$ cat src/source/isa_pkg.sv
package isa_pkg;

        typedef logic [31:0] inst_t;
        typedef logic [6:0]  opcode_t;
        typedef logic [2:0]  funct3_t;
        typedef logic [6:0]  funct7_t;

        // major opcodes, inst[6:0]
        localparam opcode_t op_reg    = 7'b0110011;
        localparam opcode_t op_reg_w  = 7'b0111011;
        localparam opcode_t op_imm    = 7'b0010011;
        localparam opcode_t op_imm_w  = 7'b0011011;
        localparam opcode_t op_load   = 7'b0000011;
        localparam opcode_t op_store  = 7'b0100011;
        localparam opcode_t op_branch = 7'b1100011;
        localparam opcode_t op_jal    = 7'b1101111;
        localparam opcode_t op_jalr   = 7'b1100111;
        localparam opcode_t op_auipc  = 7'b0010111;
        localparam opcode_t op_lui    = 7'b0110111;
        localparam opcode_t op_system = 7'b1110011;

        // funct7, inst[31:25]
        localparam funct7_t f7_base = 7'b0000000;
        localparam funct7_t f7_alt  = 7'b0100000; // sub, sra and their w forms

        localparam inst_t inst_ebreak = 32'h0010_0073;

endpackage

$ cat src/source/ctrl_pkg.sv
package ctrl_pkg;

        typedef logic [4:0] alu_sel_t;
        typedef logic [2:0] imm_sel_t;
        typedef logic [1:0] alu_a_sel_t;
        typedef logic       alu_b_sel_t;
        typedef logic [1:0] reg_w_sel_t;
        typedef logic [2:0] mem_r_sel_t;
        typedef logic [7:0] mem_mask_t;
        typedef logic       pc_sel_t;

        localparam alu_sel_t alu_add  = 5'd0;
        localparam alu_sel_t alu_sub  = 5'd1;
        localparam alu_sel_t alu_and  = 5'd2;
        localparam alu_sel_t alu_or   = 5'd3;
        localparam alu_sel_t alu_xor  = 5'd4;
        localparam alu_sel_t alu_sll  = 5'd5;
        localparam alu_sel_t alu_srl  = 5'd6;
        localparam alu_sel_t alu_sra  = 5'd7;
        localparam alu_sel_t alu_lt   = 5'd8;
        localparam alu_sel_t alu_ltu  = 5'd9;
        localparam alu_sel_t alu_addw = 5'd10; // w forms sign-extend bit 31
        localparam alu_sel_t alu_subw = 5'd11;
        localparam alu_sel_t alu_sllw = 5'd12;
        localparam alu_sel_t alu_srlw = 5'd13;
        localparam alu_sel_t alu_sraw = 5'd14;

        localparam imm_sel_t imm_i  = 3'd0;
        localparam imm_sel_t imm_s  = 3'd1;
        localparam imm_sel_t imm_sb = 3'd2;
        localparam imm_sel_t imm_u  = 3'd3;
        localparam imm_sel_t imm_uj = 3'd4;

        localparam alu_a_sel_t a_rs1  = 2'd0;
        localparam alu_a_sel_t a_pc   = 2'd1;
        localparam alu_a_sel_t a_zero = 2'd2;

        localparam alu_b_sel_t b_rs2 = 1'b0;
        localparam alu_b_sel_t b_imm = 1'b1;

        localparam reg_w_sel_t w_alu = 2'd0;
        localparam reg_w_sel_t w_mem = 2'd1;
        localparam reg_w_sel_t w_pc  = 2'd2; // link value pc + 4

        // same numbering as the load funct3
        localparam mem_r_sel_t r_b  = 3'd0;
        localparam mem_r_sel_t r_h  = 3'd1;
        localparam mem_r_sel_t r_w  = 3'd2;
        localparam mem_r_sel_t r_d  = 3'd3;
        localparam mem_r_sel_t r_bu = 3'd4;
        localparam mem_r_sel_t r_hu = 3'd5;
        localparam mem_r_sel_t r_wu = 3'd6;

        localparam mem_mask_t mask_b = 8'h01;
        localparam mem_mask_t mask_h = 8'h03;
        localparam mem_mask_t mask_w = 8'h0f;
        localparam mem_mask_t mask_d = 8'hff;

        localparam pc_sel_t pc_snpc = 1'b0;
        localparam pc_sel_t pc_alu  = 1'b1;

endpackage

$ cat src/source/alu_decode.sv
`timescale 1ns/1ps

module alu_decode (
        input  isa_pkg::inst_t          inst,
        output logic                    hit,
        output ctrl_pkg::alu_sel_t      alu_sel,
        output ctrl_pkg::imm_sel_t      imm_sel,
        output ctrl_pkg::alu_a_sel_t    alu_a_sel,
        output ctrl_pkg::alu_b_sel_t    alu_b_sel
);

        isa_pkg::opcode_t opcode;
        isa_pkg::funct3_t funct3;
        isa_pkg::funct7_t funct7;
        ctrl_pkg::alu_sel_t op;

        assign opcode = inst[6:0];
        assign funct3 = inst[14:12];
        assign funct7 = inst[31:25];

        always_comb begin
                hit = 1'b0;
                op  = ctrl_pkg::alu_add;
                case (opcode)
                isa_pkg::op_reg: begin
                        hit = 1'b1;
                        case ({funct7, funct3})
                        {isa_pkg::f7_base, 3'b000}: op = ctrl_pkg::alu_add;
                        {isa_pkg::f7_alt,  3'b000}: op = ctrl_pkg::alu_sub;
                        {isa_pkg::f7_base, 3'b001}: op = ctrl_pkg::alu_sll;
                        {isa_pkg::f7_base, 3'b010}: op = ctrl_pkg::alu_lt;
                        {isa_pkg::f7_base, 3'b011}: op = ctrl_pkg::alu_ltu;
                        {isa_pkg::f7_base, 3'b100}: op = ctrl_pkg::alu_xor;
                        {isa_pkg::f7_base, 3'b101}: op = ctrl_pkg::alu_srl;
                        {isa_pkg::f7_alt,  3'b101}: op = ctrl_pkg::alu_sra;
                        {isa_pkg::f7_base, 3'b110}: op = ctrl_pkg::alu_or;
                        {isa_pkg::f7_base, 3'b111}: op = ctrl_pkg::alu_and;
                        default: hit = 1'b0; // incl. M extension
                        endcase
                end
                isa_pkg::op_reg_w: begin
                        hit = 1'b1;
                        case ({funct7, funct3})
                        {isa_pkg::f7_base, 3'b000}: op = ctrl_pkg::alu_addw;
                        {isa_pkg::f7_alt,  3'b000}: op = ctrl_pkg::alu_subw;
                        {isa_pkg::f7_base, 3'b001}: op = ctrl_pkg::alu_sllw;
                        {isa_pkg::f7_base, 3'b101}: op = ctrl_pkg::alu_srlw;
                        {isa_pkg::f7_alt,  3'b101}: op = ctrl_pkg::alu_sraw;
                        default: hit = 1'b0;
                        endcase
                end
                isa_pkg::op_imm: begin
                        hit = 1'b1;
                        case (funct3)
                        3'b000: op = ctrl_pkg::alu_add;
                        3'b010: op = ctrl_pkg::alu_lt;
                        3'b011: op = ctrl_pkg::alu_ltu;
                        3'b100: op = ctrl_pkg::alu_xor;
                        3'b110: op = ctrl_pkg::alu_or;
                        3'b111: op = ctrl_pkg::alu_and;
                        3'b001: begin // inst[25] is shamt[5]
                                op  = ctrl_pkg::alu_sll;
                                hit = funct7[6:1] == isa_pkg::f7_base[6:1];
                        end
                        default: begin
                                if (funct7[6:1] == isa_pkg::f7_base[6:1])
                                        op = ctrl_pkg::alu_srl;
                                else if (funct7[6:1] == isa_pkg::f7_alt[6:1])
                                        op = ctrl_pkg::alu_sra;
                                else
                                        hit = 1'b0;
                        end
                        endcase
                end
                isa_pkg::op_imm_w: begin
                        hit = 1'b1;
                        case ({funct7, funct3})
                        {isa_pkg::f7_base, 3'b001}: op = ctrl_pkg::alu_sllw;
                        {isa_pkg::f7_base, 3'b101}: op = ctrl_pkg::alu_srlw;
                        {isa_pkg::f7_alt,  3'b101}: op = ctrl_pkg::alu_sraw;
                        default: begin
                                op  = ctrl_pkg::alu_addw;
                                hit = funct3 == 3'b000; // addiw, any imm
                        end
                        endcase
                end
                isa_pkg::op_auipc, isa_pkg::op_lui: hit = 1'b1;
                default: hit = 1'b0;
                endcase
        end

        always_comb begin
                alu_sel   = ctrl_pkg::alu_add;
                imm_sel   = ctrl_pkg::imm_i;
                alu_a_sel = ctrl_pkg::a_rs1;
                alu_b_sel = ctrl_pkg::b_rs2;
                if (hit) begin
                        alu_sel = op;
                        if (opcode != isa_pkg::op_reg && opcode != isa_pkg::op_reg_w)
                                alu_b_sel = ctrl_pkg::b_imm;
                        if (opcode == isa_pkg::op_auipc) begin
                                imm_sel   = ctrl_pkg::imm_u;
                                alu_a_sel = ctrl_pkg::a_pc;
                        end else if (opcode == isa_pkg::op_lui) begin
                                imm_sel   = ctrl_pkg::imm_u;
                                alu_a_sel = ctrl_pkg::a_zero; // 0 + imm
                        end
                end
        end

endmodule

$ cat src/source/mem_decode.sv
`timescale 1ns/1ps

module mem_decode (
        input  isa_pkg::inst_t          inst,
        output logic                    hit,
        output logic                    mem_ren,
        output logic                    mem_wen,
        output ctrl_pkg::mem_mask_t     mem_mask,
        output ctrl_pkg::mem_r_sel_t    mem_r_sel,
        output ctrl_pkg::imm_sel_t      imm_sel
);

        isa_pkg::opcode_t opcode;
        isa_pkg::funct3_t funct3;

        assign opcode = inst[6:0];
        assign funct3 = inst[14:12];

        // address is rs1 + imm, the all-zero alu defaults
        always_comb begin
                mem_ren   = 1'b0;
                mem_wen   = 1'b0;
                mem_mask  = 8'h00;
                mem_r_sel = ctrl_pkg::r_b;
                imm_sel   = ctrl_pkg::imm_i;
                if (opcode == isa_pkg::op_load && funct3 != 3'b111) begin
                        mem_ren   = 1'b1;
                        mem_r_sel = ctrl_pkg::mem_r_sel_t'(funct3); // lb .. lwu
                end
                if (opcode == isa_pkg::op_store && !funct3[2]) begin
                        mem_wen = 1'b1;
                        imm_sel = ctrl_pkg::imm_s;
                        case (funct3[1:0])
                        2'b00:   mem_mask = ctrl_pkg::mask_b;
                        2'b01:   mem_mask = ctrl_pkg::mask_h;
                        2'b10:   mem_mask = ctrl_pkg::mask_w;
                        default: mem_mask = ctrl_pkg::mask_d;
                        endcase
                end
        end

        assign hit = mem_ren | mem_wen;

endmodule

$ cat src/source/flow_decode.sv
`timescale 1ns/1ps

module flow_decode (
        input  isa_pkg::inst_t          inst,
        input  logic                    b_eq,
        input  logic                    b_lt,
        input  logic                    b_ltu,
        output logic                    hit,
        output logic                    is_ebreak,
        output ctrl_pkg::pc_sel_t       pc_sel,
        output ctrl_pkg::imm_sel_t      imm_sel,
        output ctrl_pkg::alu_a_sel_t    alu_a_sel,
        output logic                    link
);

        isa_pkg::opcode_t opcode;
        isa_pkg::funct3_t funct3;
        logic taken;

        assign opcode = inst[6:0];
        assign funct3 = inst[14:12];

        always_comb begin
                case (funct3)
                3'b000:  taken = b_eq;
                3'b001:  taken = !b_eq;
                3'b100:  taken = b_lt;
                3'b101:  taken = !b_lt;
                3'b110:  taken = b_ltu;
                default: taken = !b_ltu;
                endcase
        end

        always_comb begin
                hit       = 1'b0;
                is_ebreak = 1'b0;
                pc_sel    = ctrl_pkg::pc_snpc;
                imm_sel   = ctrl_pkg::imm_i;
                alu_a_sel = ctrl_pkg::a_rs1;
                link      = 1'b0;
                case (opcode)
                isa_pkg::op_branch: begin
                        if (funct3[2:1] != 2'b01) begin // 010, 011 reserved
                                hit       = 1'b1;
                                imm_sel   = ctrl_pkg::imm_sb;
                                alu_a_sel = ctrl_pkg::a_pc;
                                pc_sel    = taken ? ctrl_pkg::pc_alu : ctrl_pkg::pc_snpc;
                        end
                end
                isa_pkg::op_jal: begin
                        hit       = 1'b1;
                        link      = 1'b1;
                        imm_sel   = ctrl_pkg::imm_uj;
                        alu_a_sel = ctrl_pkg::a_pc;
                        pc_sel    = ctrl_pkg::pc_alu;
                end
                isa_pkg::op_jalr: begin
                        hit    = funct3 == 3'b000; // rs1 + imm_i
                        link   = hit;
                        pc_sel = hit ? ctrl_pkg::pc_alu : ctrl_pkg::pc_snpc;
                end
                isa_pkg::op_system: begin
                        is_ebreak = inst == isa_pkg::inst_ebreak;
                        hit       = is_ebreak; // ecall and csr ops not decoded
                end
                default: hit = 1'b0;
                endcase
        end

endmodule

$ cat src/source/control.sv
`timescale 1ns/1ps

module control (
        input  logic                    clk,
        input  logic                    arst_n,
        input  isa_pkg::inst_t          inst,
        input  logic                    b_eq,
        input  logic                    b_lt,
        input  logic                    b_ltu,
        output ctrl_pkg::pc_sel_t       pc_sel,
        output logic                    ebreak_flag,
        output ctrl_pkg::imm_sel_t      imm_sel,
        output ctrl_pkg::alu_sel_t      alu_sel,
        output ctrl_pkg::alu_a_sel_t    alu_a_sel,
        output ctrl_pkg::alu_b_sel_t    alu_b_sel,
        output ctrl_pkg::mem_r_sel_t    mem_r_sel,
        output logic                    reg_wen,
        output logic                    mem_wen,
        output logic                    mem_ren,
        output ctrl_pkg::mem_mask_t     mem_mask,
        output ctrl_pkg::reg_w_sel_t    reg_w_sel
);

        logic alu_hit, mem_hit, flow_hit;
        logic mem_ren_d, mem_wen_d, is_ebreak, link;
        ctrl_pkg::alu_sel_t     alu_sel_d;
        ctrl_pkg::imm_sel_t     alu_imm, mem_imm, flow_imm;
        ctrl_pkg::alu_a_sel_t   alu_a_alu, alu_a_flow;
        ctrl_pkg::alu_b_sel_t   alu_b_alu, alu_b_d;
        ctrl_pkg::mem_mask_t    mem_mask_d;
        ctrl_pkg::mem_r_sel_t   mem_r_sel_d;
        ctrl_pkg::pc_sel_t      pc_sel_d;
        ctrl_pkg::reg_w_sel_t   reg_w_sel_d;
        logic ebreak_d, reg_wen_d;

        alu_decode u_alu_decode (
                .inst(inst), .hit(alu_hit), .alu_sel(alu_sel_d),
                .imm_sel(alu_imm), .alu_a_sel(alu_a_alu), .alu_b_sel(alu_b_alu)
        );

        mem_decode u_mem_decode (
                .inst(inst), .hit(mem_hit), .mem_ren(mem_ren_d), .mem_wen(mem_wen_d),
                .mem_mask(mem_mask_d), .mem_r_sel(mem_r_sel_d), .imm_sel(mem_imm)
        );

        flow_decode u_flow_decode (
                .inst(inst), .b_eq(b_eq), .b_lt(b_lt), .b_ltu(b_ltu),
                .hit(flow_hit), .is_ebreak(is_ebreak), .pc_sel(pc_sel_d),
                .imm_sel(flow_imm), .alu_a_sel(alu_a_flow), .link(link)
        );

        // decoders give zeros on a miss, so an illegal word leaves every enable low
        assign ebreak_d  = is_ebreak | !(alu_hit | mem_hit | flow_hit);
        assign reg_wen_d = alu_hit | mem_ren_d | link;
        assign alu_b_d   = alu_b_alu | ((mem_hit | (flow_hit & !is_ebreak)) ?
                           ctrl_pkg::b_imm : ctrl_pkg::b_rs2);

        always_comb begin
                reg_w_sel_d = ctrl_pkg::w_alu;
                if (mem_ren_d)
                        reg_w_sel_d = ctrl_pkg::w_mem;
                else if (link)
                        reg_w_sel_d = ctrl_pkg::w_pc;
        end

        always_ff @(posedge clk or negedge arst_n) begin
                if (!arst_n) begin
                        pc_sel      <= ctrl_pkg::pc_snpc;
                        ebreak_flag <= 1'b0;
                        imm_sel     <= ctrl_pkg::imm_i;
                        alu_sel     <= ctrl_pkg::alu_add;
                        alu_a_sel   <= ctrl_pkg::a_rs1;
                        alu_b_sel   <= ctrl_pkg::b_rs2;
                        mem_r_sel   <= ctrl_pkg::r_b;
                        reg_wen     <= 1'b0;
                        mem_wen     <= 1'b0;
                        mem_ren     <= 1'b0;
                        mem_mask    <= 8'h00;
                        reg_w_sel   <= ctrl_pkg::w_alu;
                end else begin
                        pc_sel      <= pc_sel_d;
                        ebreak_flag <= ebreak_d;
                        imm_sel     <= alu_imm | mem_imm | flow_imm;
                        alu_sel     <= alu_sel_d;
                        alu_a_sel   <= alu_a_alu | alu_a_flow;
                        alu_b_sel   <= alu_b_d;
                        mem_r_sel   <= mem_r_sel_d;
                        reg_wen     <= reg_wen_d;
                        mem_wen     <= mem_wen_d;
                        mem_ren     <= mem_ren_d;
                        mem_mask    <= mem_mask_d;
                        reg_w_sel   <= reg_w_sel_d;
                end
        end

endmodule

$ cat config.mk
export PLATFORM = sky130hd
export DESIGN_NAME = control
export DESIGN_NICKNAME = d
export VERILOG_FILES = /design/src/source/isa_pkg.sv /design/src/source/ctrl_pkg.sv /design/src/source/alu_decode.sv /design/src/source/mem_decode.sv /design/src/source/flow_decode.sv /design/src/source/control.sv
export SDC_FILE = /design/constraint.sdc
export NUM_CORES = 1
export LEC_CHECK = 0
export BUFFER_PORTS_ARGS = -buffer_cell sky130_fd_sc_hd__buf_2
export CORE_ASPECT_RATIO = 1.1
export CORE_MARGIN = 2
export CORE_UTILIZATION = 25
export DETAILED_ROUTE_END_ITERATION = 8
export GPL_TIMING_DRIVEN = 1
export PLACE_DENSITY_LB_ADDON = 0.15
export REMOVE_ABC_BUFFERS = 1
export SYNTH_ARGS = -nofsm -noshare
export SYNTH_HDL_FRONTEND = slang
export SYNTH_HIERARCHICAL = 1
export SYNTH_SLANG_ARGS = --single-unit
$ cat constraint.sdc
create_clock -name clk -period 0.8 [get_ports clk]
set_input_delay 0.04 -clock clk [delete_from_list [all_inputs] [get_ports clk]]
set_output_delay 0.04 -clock clk [all_outputs]
set_load 0.02 [all_outputs]
; ---- Word level (Yosys, flattened, before mapping)
; Cells that the tools add are included.
[totals]
ramBits = 0
reg_bits = 29
latchBits = 0
wordCells = 123
mem_count = 0
romBits = 0
out_inout_bits = 29
[classes]
addsub = 0
mux = 45
div = 0
eq_ne = 36
n_bitwise = 12
reduce_logical = 18
magnitude_cmp = 0
n_shift = 0
multipliers = 0
[op_table]
columns = operator, count
row1 = $eq A10 B3 Y1 const B, 4
row2 = $pmux W4 S9, 1
row3 = $pmux W5 S7, 1
row4 = $eq A32 B21 Y1 const B, 1
row5 = $eq A7 B6 Y1 const B, 4
row6 = $eq A7 B7 Y1 const B, 4
row7 = $pmux W8 S3, 1
row8 = $eq A7 B5 Y1 const B, 3
row9 = $eq A10 B2 Y1 const B, 2
row10 = $eq A10 B9 Y1 const B, 2
row11 = $pmux W4 S5, 1
row12 = $pmux W5 S4, 1
row13 = $mux W1, 17
row14 = $mux W2, 7
row15 = $ne A7 B6 Y1 const B, 2
row16 = $eq A3 B3 Y1 const B, 4
row17 = $mux W3, 4
row18 = $eq A10 B1 Y1 const B, 1
row19 = $logic_not A10 Y1, 1
row20 = $mux W5, 2
row21 = $pmux W1 S5, 2
row22 = $reduce_or A10 Y1, 1
row23 = $pmux W3 S3, 1
row24 = $mux W8, 1
row25 = other kinds (26), 43

; ---- Longest topological paths before layout
; Gate-level depths: netlist of the first run.
[logic_depth]
depth_word = 9
mapped_depth = 7

; ---- By module
; Netlist of the first run, hierarchy kept.
[by_module_without_submodules]
columns = module, area_each_um2, seq_area_each_um2, cells_per_inst, n_inst
row1 = control, 775.7, 700.7, 41, 1
row2 = alu_decode, 630.6, 0.0, 89, 1
row3 = mem_decode, 236.5, 0.0, 28, 1
row4 = flow_decode, 195.2, 0.0, 30, 1

; ---- Worst setup path after synthesis of the first run
; OpenSTA, ideal clock, no wires.
[synth_timing]
path_kind = input to register
startpoint = input inst[1]
endpoint = register reg_wen
t_arrival_ns = 1.333
t_required_ns = 0.669
path_slack_ns = -0.664
path_buffers = 1
setup_ns = 0.131
cell_stages = 6
cell_sequence = and4b_1 -> buf_6 -> nand3b_1 -> o211ai_1 -> or3_1 -> or3_1
[synth_between]
elab_chain_cells = 5
elab_cells_between_ends = 16
cone_classes = 9 x eq/ne / 3 x mux / 2 x bitwise / 2 x reduce/logical
[synth_rtl]
columns = element, line
row1 = start: declaration, control.sv:6  ; input isa_pkg::inst_t inst,
row2 = $eq A7 B6 Y1 or $eq A7 B5 Y1 (tied branches), alu_decode.sv:24  ; case (opcode)
row3 = $reduce_or A2 Y1, alu_decode.sv:24
row4 = $pmux W1 S5 *, alu_decode.sv:24
row5 = named net alu_hit, control.sv:24  ; logic alu_hit, mem_hit, flow_hit;
row6 = $or A1 B1 Y1 * (2 in series), control.sv:54  ; assign reg_wen_d = alu_hit | mem_ren_d | link;
row7 = named net reg_wen_d, control.sv:34  ; logic ebreak_d, reg_wen_d;
row8 = end signal: assignment, control.sv:88  ; reg_wen <= reg_wen_d;
row9 = end: declaration, control.sv:17  ; output logic reg_wen,
; Mark *: on every way through the listed nets, which the timed path passes. The rest lies on a longest branch.

; ---- Final worst setup path of the first run
; Same ends and word-level chain as after synthesis.

==> results of run 1 <==
[area by class of cell]
| cell class | count | area [um2] |
|---|---|---|
| Clock buffer | 3 | 41.3 |
| Clock inverter | 1 | 30.0 |
| Fill cell | 704 | 3900 |
| Inverter | 11 | 55.1 |
| Multi-Input combinational cell | 130 | 1090 |
| Sequential cell | 28 | 701 |
| Tap cell | 85 | 106 |
| Timing Repair Buffer | 131 | 1160 |
[cells in the final DEF, fill, tap and decap left out, types with 5 or more instances in the layout]
master and instances:
inv_1 6, dfrtp_1 28, a211oi_2 5, buf_6 43, conb_1 6, buf_2 24
nor2_1 5, buf_4 55, buf_8 5, nand4_1 6, nand2_1 7
[registers in the layout, summed over array words and instances (netlist names)]
name	cells
imm_sel	3
reg_w_sel	2
mem_wen	1
mem_mask	8
alu_a_sel	2
alu_b_sel	1
mem_r_sel	3
reg_wen	1
ebreak_flag	1
pc_sel	1
alu_sel	5
[what timing repair did]
action / CTS / global route
hold buffers: 1 / 0
hold endpoints to repair: 28 / 0
setup buffers: 9 / 3
gates resized for setup: 104 / 26
pin swaps: 26 / 15
endpoints found under the setup margin: 56 / 56
[report_power, final]
group          internal, W  switching, W
Clock             0.000669      0.000422
Combinational     0.000426      0.000382
Sequential         0.00144    0.00000933
Total              0.00253      0.000813
[stage by stage]
step,setup TNS [ns],worst slack (ns)
floorplan,-6.77,-0.622
global placement,-16.59,-0.859
detailed placement,-16.96,-0.847
CTS,-7.86,-0.440
global route,-9.18,-0.457
finish,-7.42,-0.405
[cells by family (layout without fill, tap and decap cells)]
logic type / count (synthesis) / count (layout) / share of synthesized area, %
muxes: 3 / 3 / 1.63
xor gates and xnor gates: 2 / 2 / 0.953
DFF: 28 / 28 / 38.1
and+or+nand+nor: 83 / 83 / 29.9
other: 3 / 6 / 0.613
AOI/OAI and AO/OA: 36 / 36 / 16.4
buffers and inverters: 33 / 146 / 12.4
[worst max path at each step]
stage | to
after global placement | ebreak_flag$_DFF_PN0_
final | reg_wen$_DFF_PN0_
after floorplan | reg_wen$_DFF_PN0_
after global routing | ebreak_flag$_DFF_PN0_
after CTS | reg_wen$_DFF_PN0_
after detailed placement | reg_wen$_DFF_PN0_
[critical path, cell delays in order]
cell and delay (ns):
buf_8 0.10, and4b_2 0.27, nand3b_1 0.12, o211ai_1 0.12
or3_4 0.39, or3_1 0.32
[routing by layer]
metal / part of all wire, % / vias up / global-route usage [%]
met3: 4.6 / 6 / 1.32
met4: 1.9 / 0 / 3.97
met2: 49 / 54 / 22.8
met1: 45 / 868 / 16.2
met5: 0 / - / 0
li1: - / 899 / -
==> flow_summary.json, run 1 <==
{
  "synth-seq-cells": 28,
  "synthesis.area_um2": 1840,
  "vias": 1827,
  "vdd_drop_max_mv": 0.394,
  "grt_pass1_wl_um": 8340,
  "synth-edff-count": 0,
  "grt_pass1_vias": 1755,
  "cp.arrival_ns": 1.36,
  "min_path_cells": 4,
  "hold_class": "primary input to flop",
  "nets": 342,
  "p_per_area_nw_per_um2": 1050,
  "synthToLayoutAreaGrowth_pct": 73.5,
  "synthCells": 188,
  "firstDrtPassIters": 8,
  "worstPathRequired_ns": 0.96,
  "synth.largest_area_cell": "dfrtp_1",
  "place_area_um2": 2560,
  "path_max_fanout": 5,
  "synthMostInstantiatedCell": "dfrtp_1",
  "dp_hpwl_um": 3990,
  "hold_end": "pc_sel$_DFF_PN0_",
  "post-route-util_pct": 45.0,
  "wl_per_cell_um": 13.3,
  "gp_congestion": 0.773,
  "grt.overflow.total": 0,
  "dieHeight_um": 93.9,
  "coreArea_um2": 7090,
  "finalCritPeriodShare_pct": 151,
  "n_antenna_cell": 0,
  "async_flop_share_pct": 100,
  "setup_viol": 56,
  "synth.distinct_cells": 57,
  "ios": 66,
  "yosysWarnings": 6,
  "timing.final.ws_setup_ns": -0.405,
  "vias_per_cell": 4.70,
  "routed_wl_um": 5170,
  "rsz0062_at_grt": "true",
  "cts_tree": "built",
  "clock_sinks": 28,
  "ys_seq_area_share_pct": 38.1,
  "synth.top_cell.area_share_pct": 38.1,
  "port_buffers": 65,
  "ys.flop_type": "dfrtp_1",
  "placed_cells": 376,
  "synth_common_cells": "dfrtp_1, buf_4, nor3_1",
  "fmax_ghz": 0.830,
  "htreeDepth": 1,
  "final_layout_size_suffix_gt1_share_pct": 59.9,
  "cap_violations": 0,
  "min_from": "b_ltu",
  "end_kind": "flop",
  "status": "finished, violations left",
  "start_util_pct": 25.9,
  "grt_max_degree": 29,
  "crit_start": "inst[1]",
  "stdcell_count": 389,
  "power.total_w": 0.00334,
  "dieArea_um2": 8050,
  "avgSynthCellArea_um2": 9.78,
  "die_w_um": 85.8,
  "crit_type": "primary input to flop",
  "drt_iter0_markers": 60,
  "violations": "DRC, setup timing",
  "synth_area_leaders": "dfrtp_1, buf_4, a2111oi_4",
  "clkTransAtPathRegs_ns": 0.10,
  "grt.total_usage_pct": 12.8,
  "hold_viol": 0,
  "drc": 4,
  "final_cell_area_um2": 3190,
  "cts-root-buf": "clkbuf_8",
  "cp-start-kind": "primary input",
  "whs_ns": 0.187,
  "slew_violations": 0,
  "min_period_ns": 1.20,
  "antenna_found_initial": 0,
  "cts_inserted_buffers": 3,
  "final_antenna_net_count": 0,
  "clock_path_buffers": 2,
  "leakage_nw": 1.47,
  "fp-row-count": 32
}
(Power assumes the default switching activity.)
==> inputs of run 2 (changes only) <==
Settings changed: PLACE_DENSITY_LB_ADDON 0.15 to 0.2.
==> flow_summary.json, run 2 (synthesis results as in run 1) <==
{
  "vdd_drop_max_mv": 0.588,
  "status": "finished, violations left",
  "fmax_ghz": 0.826,
  "port_buffers": 65,
  "path_max_fanout": 6,
  "cts_tree": "built",
  "stdcell_count": 383,
  "clock_path_buffers": 2,
  "min_from": "inst[5]",
  "largest_reg_flops": 8,
  "min_path_cells": 3,
  "coreArea_um2": 7090,
  "grt_pass1_vias": 1814,
  "setup_viol": 55,
  "hold_end": "alu_sel[3]$_DFF_PN0_",
  "top_regs": "mem_mask: 8 flops, alu_sel: 5 flops",
  "slew_violations": 0,
  "worstPathRequired_ns": 0.96,
  "rsz0062_at_grt": "true",
  "clock_sinks": 28,
  "hold_viol": 0,
  "pwr-share-seq_pct": 43.4,
  "dp_hpwl_um": 4060,
  "cp_top_family": "simple AND/OR/NAND/NOR gates",
  "n_fill_cell": 678,
  "ios": 66,
  "final_common_cell": "buf_4",
  "gp_congestion": 0.897,
  "n_antenna_cell": 0,
  "power.total_w": 0.00333,
  "crit_chain": "buf_6 > and4b_4 > nand3_4 > nor4_4 > or3_4 > nor3_1 > or2_4",
  "vias": 1822,
  "end_kind": "flop",
  "clockPowerShare_pct": 32.2,
  "wl_per_cell_um": 13.8,
  "crit_type": "primary input to flop",
  "die_w_um": 85.8,
  "p_comb_share_pct": 24.4,
  "hold_class": "primary input to flop",
  "regMostFlops": "mem_mask",
  "slowest_stage": "and4b_4",
  "p_int_w": 0.00253,
  "drc": 4,
  "grt_pass1_wl_um": 8560,
  "cts-root-buf": "clkbuf_8",
  "grt.overflow.total": 0,
  "htreeDepth": 1,
  "final_layout_size_suffix_gt1_share_pct": 57.0,
  "min_period_ns": 1.21,
  "mostFrequentLayoutCells": "buf_4, buf_6, dfrtp_1",
  "finalCritPeriodShare_pct": 151,
  "final_antenna_net_count": 0,
  "fp-row-count": 32,
  "dieHeight_um": 93.9,
  "timing.final.ws_setup_ns": -0.410,
  "grt.total_usage_pct": 13.3,
  "start_util_pct": 25.9,
  "antenna_found_initial": 0,
  "routed_wl_um": 5300,
  "whs_ns": 0.0848,
  "drt_iter0_markers": 71,
  "violations": "DRC, setup timing",
  "cp-start-kind": "primary input",
  "firstDrtPassIters": 6,
  "p_per_area_nw_per_um2": 1070,
  "dieArea_um2": 8050,
  "placed_cells": 372,
  "path_buf_inv": 1,
  "cp.arrival_ns": 1.37,
  "nets": 336,
  "leakage_nw": 1.45,
  "synthToLayoutAreaGrowth_pct": 69.9,
  "slowest_delay_ns": 0.39,
  "clkTransAtPathRegs_ns": 0.09,
  "cts_inserted_buffers": 3,
  "switching_share_pct": 24.1,
  "vias_per_cell": 4.76,
  "cap_violations": 0,
  "grt_max_degree": 29,
  "power_switching_w": 0.000800
}
==> run 2: changes by cell type in the layout (fill, tap and decap cells not counted), sizes merged <==
cell / change
buf: -6
==> run 2: what timing repair did <==
action	in CTS	in global routing
hold buffers	1	0
buffers inserted	12	4
setup endpoints to repair	56	56
resized for setup	117	22
pin swaps	28	17
hold endpoints to repair	28	0
==> run 2: worst max-delay path by stage <==
stage / slack [ns] / from / to / depth (start not counted)
detailed placement: -0.88 / inst[6] / ebreak_flag$_DFF_PN0_ / 7
global placement: -0.82 / inst[5] / ebreak_flag$_DFF_PN0_ / 7
CTS: -0.43 / inst[12] / reg_wen$_DFF_PN0_ / 6
floorplan: -0.62 / inst[1] / reg_wen$_DFF_PN0_ / 5
global route: -0.47 / inst[29] / ebreak_flag$_DFF_PN0_ / 7
finish: -0.41 / inst[6] / ebreak_flag$_DFF_PN0_ / 7
==> run 2: layout make-up <==
| cell class | count | area (um2) | share of cell area (%) |
|---|---|---|---|
| timing repair buffer | 125 | 1100 | 35.3 |
| clock inverter | 1 | 30.0 | 0.962 |
| sequential | 28 | 701 | 22.4 |
| clock buffer | 3 | 41.3 | 1.32 |
| tap | 85 | 106 | 3.41 |
| multi-input combinational | 130 | 1090 | 34.9 |
| inverter | 11 | 55.1 | 1.76 |
==> run 2: power groups by stage <==
stage	Combinational, W	Sequential (W)	Clock [W]
finish	0.000811	0.00144	0.00107
detailed placement	0.000653	0.00147	0
floorplan	0.000189	0.00150	0
global placement	0.000652	0.00147	0
CTS	0.000787	0.00144	0.00111
global route	0.000882	0.00145	0.00117
==> run 2: stage by stage <==
step	setup slack (ns)	utilization (%)	cell area, um2	setup TNS [ns]
CTS	-0.431	43.3	3070	-6.70
detailed placement	-0.877	35.4	2510	-15.33
global placement	-0.820	35.4	2510	-15.24
global route	-0.469	44.1	3120	-7.07
finish	-0.410	44.1	3120	-5.24
floorplan	-0.622	-	1680	-6.77
==> run 2: layer usage <==
| metal | GRT usage [%] | up-vias | part of all wire [%] | routed length (um) |
|---|---|---|---|---|
| met3 | 1.05 | 6 | 4.1 | 219 |
| met5 | 0 | - | 0 | 0 |
| met4 | 5.56 | 0 | 1.6 | 87 |
| met1 | 15.9 | 872 | 39 | 2060 |
| li1 | - | 889 | - | - |
| met2 | 24.3 | 55 | 55 | 2940 |
==> inputs of run 3 (changes only) <==
Settings changed: CAP_MARGIN set to 25, CELL_PAD_IN_SITES_DETAIL_PLACEMENT set to 1, CELL_PAD_IN_SITES_GLOBAL_PLACEMENT set to 1.
==> flow_summary.json, run 3 (synthesis results as in run 1) <==
{
  "vias_per_cell": 4.80,
  "cts_tree": "built",
  "min_from": "inst[5]",
  "rsz0062_at_grt": "true",
  "cap_violations": 0,
  "dieHeight_um": 93.9,
  "cts_inserted_buffers": 3,
  "min_path_cells": 3,
  "end_kind": "flop",
  "slowest_delay_ns": 0.38,
  "mostFrequentLayoutCells": "buf_4, buf_6, dfrtp_1",
  "p_per_area_nw_per_um2": 1060,
  "largest_reg_flops": 8,
  "fp-row-count": 32,
  "crit_chain": "buf_6 > and4b_4 > nand3_4 > buf_6 > a311o_1 > o31a_1 > a21oi_2",
  "cp-start-kind": "primary input",
  "crit_type": "primary input to flop",
  "grt.total_usage_pct": 15.5,
  "n_antenna_cell": 0,
  "grt_pass1_vias": 2054,
  "final_layout_size_suffix_gt1_share_pct": 61.2,
  "leakage_nw": 1.49,
  "finalCritPeriodShare_pct": 152,
  "dp_hpwl_um": 4530,
  "path_max_fanout": 6,
  "clock_path_buffers": 2,
  "stdcell_count": 389,
  "finalSetupTns_ns": -6.79,
  "hold_viol": 0,
  "grt.overflow.total": 0,
  "final_antenna_net_count": 0,
  "gp_congestion": 0.764,
  "clock_sinks": 28,
  "slowest_stage": "and4b_4",
  "grt_pass1_wl_um": 9820,
  "final_cell_area_um2": 3200,
  "place_area_um2": 2560,
  "fmax_ghz": 0.821,
  "die_w_um": 85.8,
  "start_util_pct": 25.9,
  "drt_iter0_markers": 49,
  "drc": 4,
  "worstPathRequired_ns": 1.01,
  "nets": 342,
  "port_buffers": 65,
  "synthToLayoutAreaGrowth_pct": 73.9,
  "ios": 66,
  "vias": 1866,
  "htreeDepth": 1,
  "final_common_cell": "buf_4",
  "critPathMostFrequentCell": "buf_6",
  "regMostFlops": "mem_mask",
  "violations": "DRC, setup timing",
  "timing.final.ws_setup_ns": -0.417,
  "hold_end": "alu_sel[3]$_DFF_PN0_",
  "clkTransAtPathRegs_ns": 0.09,
  "routed_wl_um": 5820,
  "wl_per_cell_um": 15.0,
  "antenna_found_initial": 0,
  "grt_max_degree": 29,
  "placed_cells": 377,
  "cts-root-buf": "clkbuf_8",
  "min_period_ns": 1.22,
  "top_regs": "mem_mask: 8 flops, alu_sel: 5 flops",
  "dieArea_um2": 8050,
  "dp_slack_ns": -0.863,
  "slew_violations": 0,
  "status": "finished, violations left",
  "firstDrtPassIters": 8,
  "setup_viol": 55,
  "hold_class": "primary input to flop",
  "coreArea_um2": 7090,
  "vdd_drop_max_mv": 0.390,
  "cp.arrival_ns": 1.43
}
[run 3: changes by cell type in the layout (fill, tap and decap cells not counted), sizes merged]
cell  previous run  this run
buf            124       130
[run 3: where the power goes]
group          switching (W)  internal [W]  leakage (nW)
registers          0.0000104       0.00144         0.373
clock network       0.000448      0.000670        0.0357
logic               0.000415      0.000417          1.08
total               0.000873       0.00252          1.49
[run 3: cell type report]
class | count | area, um2
fillers | 793 | 3890
multi-input cells | 130 | 1150
repair buffers | 131 | 1110
flip-flops and latches | 28 | 701
well taps | 85 | 106
inverters | 11 | 55.1
clock buffers | 3 | 41.3
clock inverters | 1 | 30.0
[run 3: worst max-delay path by stage]
stage	start	endpoint	slack, ns	cells after the start
CTS	inst[6]	alu_sel[2]$_DFF_PN0_	-0.42	7
finish	inst[6]	alu_sel[2]$_DFF_PN0_	-0.42	7
global placement	inst[29]	ebreak_flag$_DFF_PN0_	-0.83	8
detailed placement	inst[13]	reg_wen$_DFF_PN0_	-0.86	6
global route	inst[6]	alu_sel[2]$_DFF_PN0_	-0.45	7
floorplan	inst[1]	reg_wen$_DFF_PN0_	-0.62	5
[run 3: metal layers]
| metal | global-route usage, % | wire length [um] |
|---|---|---|
| met4 | 5.56 | 85 |
| met5 | 0 | 0 |
| met2 | 28.6 | 3040 |
| met3 | 1.32 | 174 |
| met1 | 18.6 | 2530 |
[run 3: stage by stage]
step | hold slack (ns) | power (W) | util (%)
2_1_floorplan | -0.256 | 0.00169 | -
3_3_place_gp | -0.00240 | 0.00213 | 36.1
3_5_place_dp | 0.00206 | 0.00214 | 36.1
4_1_cts | 0.0911 | 0.00341 | 43.9
5_1_grt | 0.0998 | 0.00356 | 45.1
6_report | 0.0960 | 0.00340 | 45.1
[run 3: worst max-delay path, delay by kind of cell]
kind / cells / cell delay [ns]
and+or+nand+nor: 2 / 0.48
buffers and inverters: 2 / 0.22
AOI/OAI and AO/OA: 3 / 0.67
[run 3: what timing repair did]
| action | 4_1_cts | 5_1_grt |
|---|---|---|
| setup buffers | 13 | 0 |
| resized for setup | 112 | 21 |
| hold buffers | 1 | 0 |
| pin swaps | 28 | 10 |
| setup endpoints to repair | 56 | 56 |
| hold endpoints to repair | 28 | 0 |
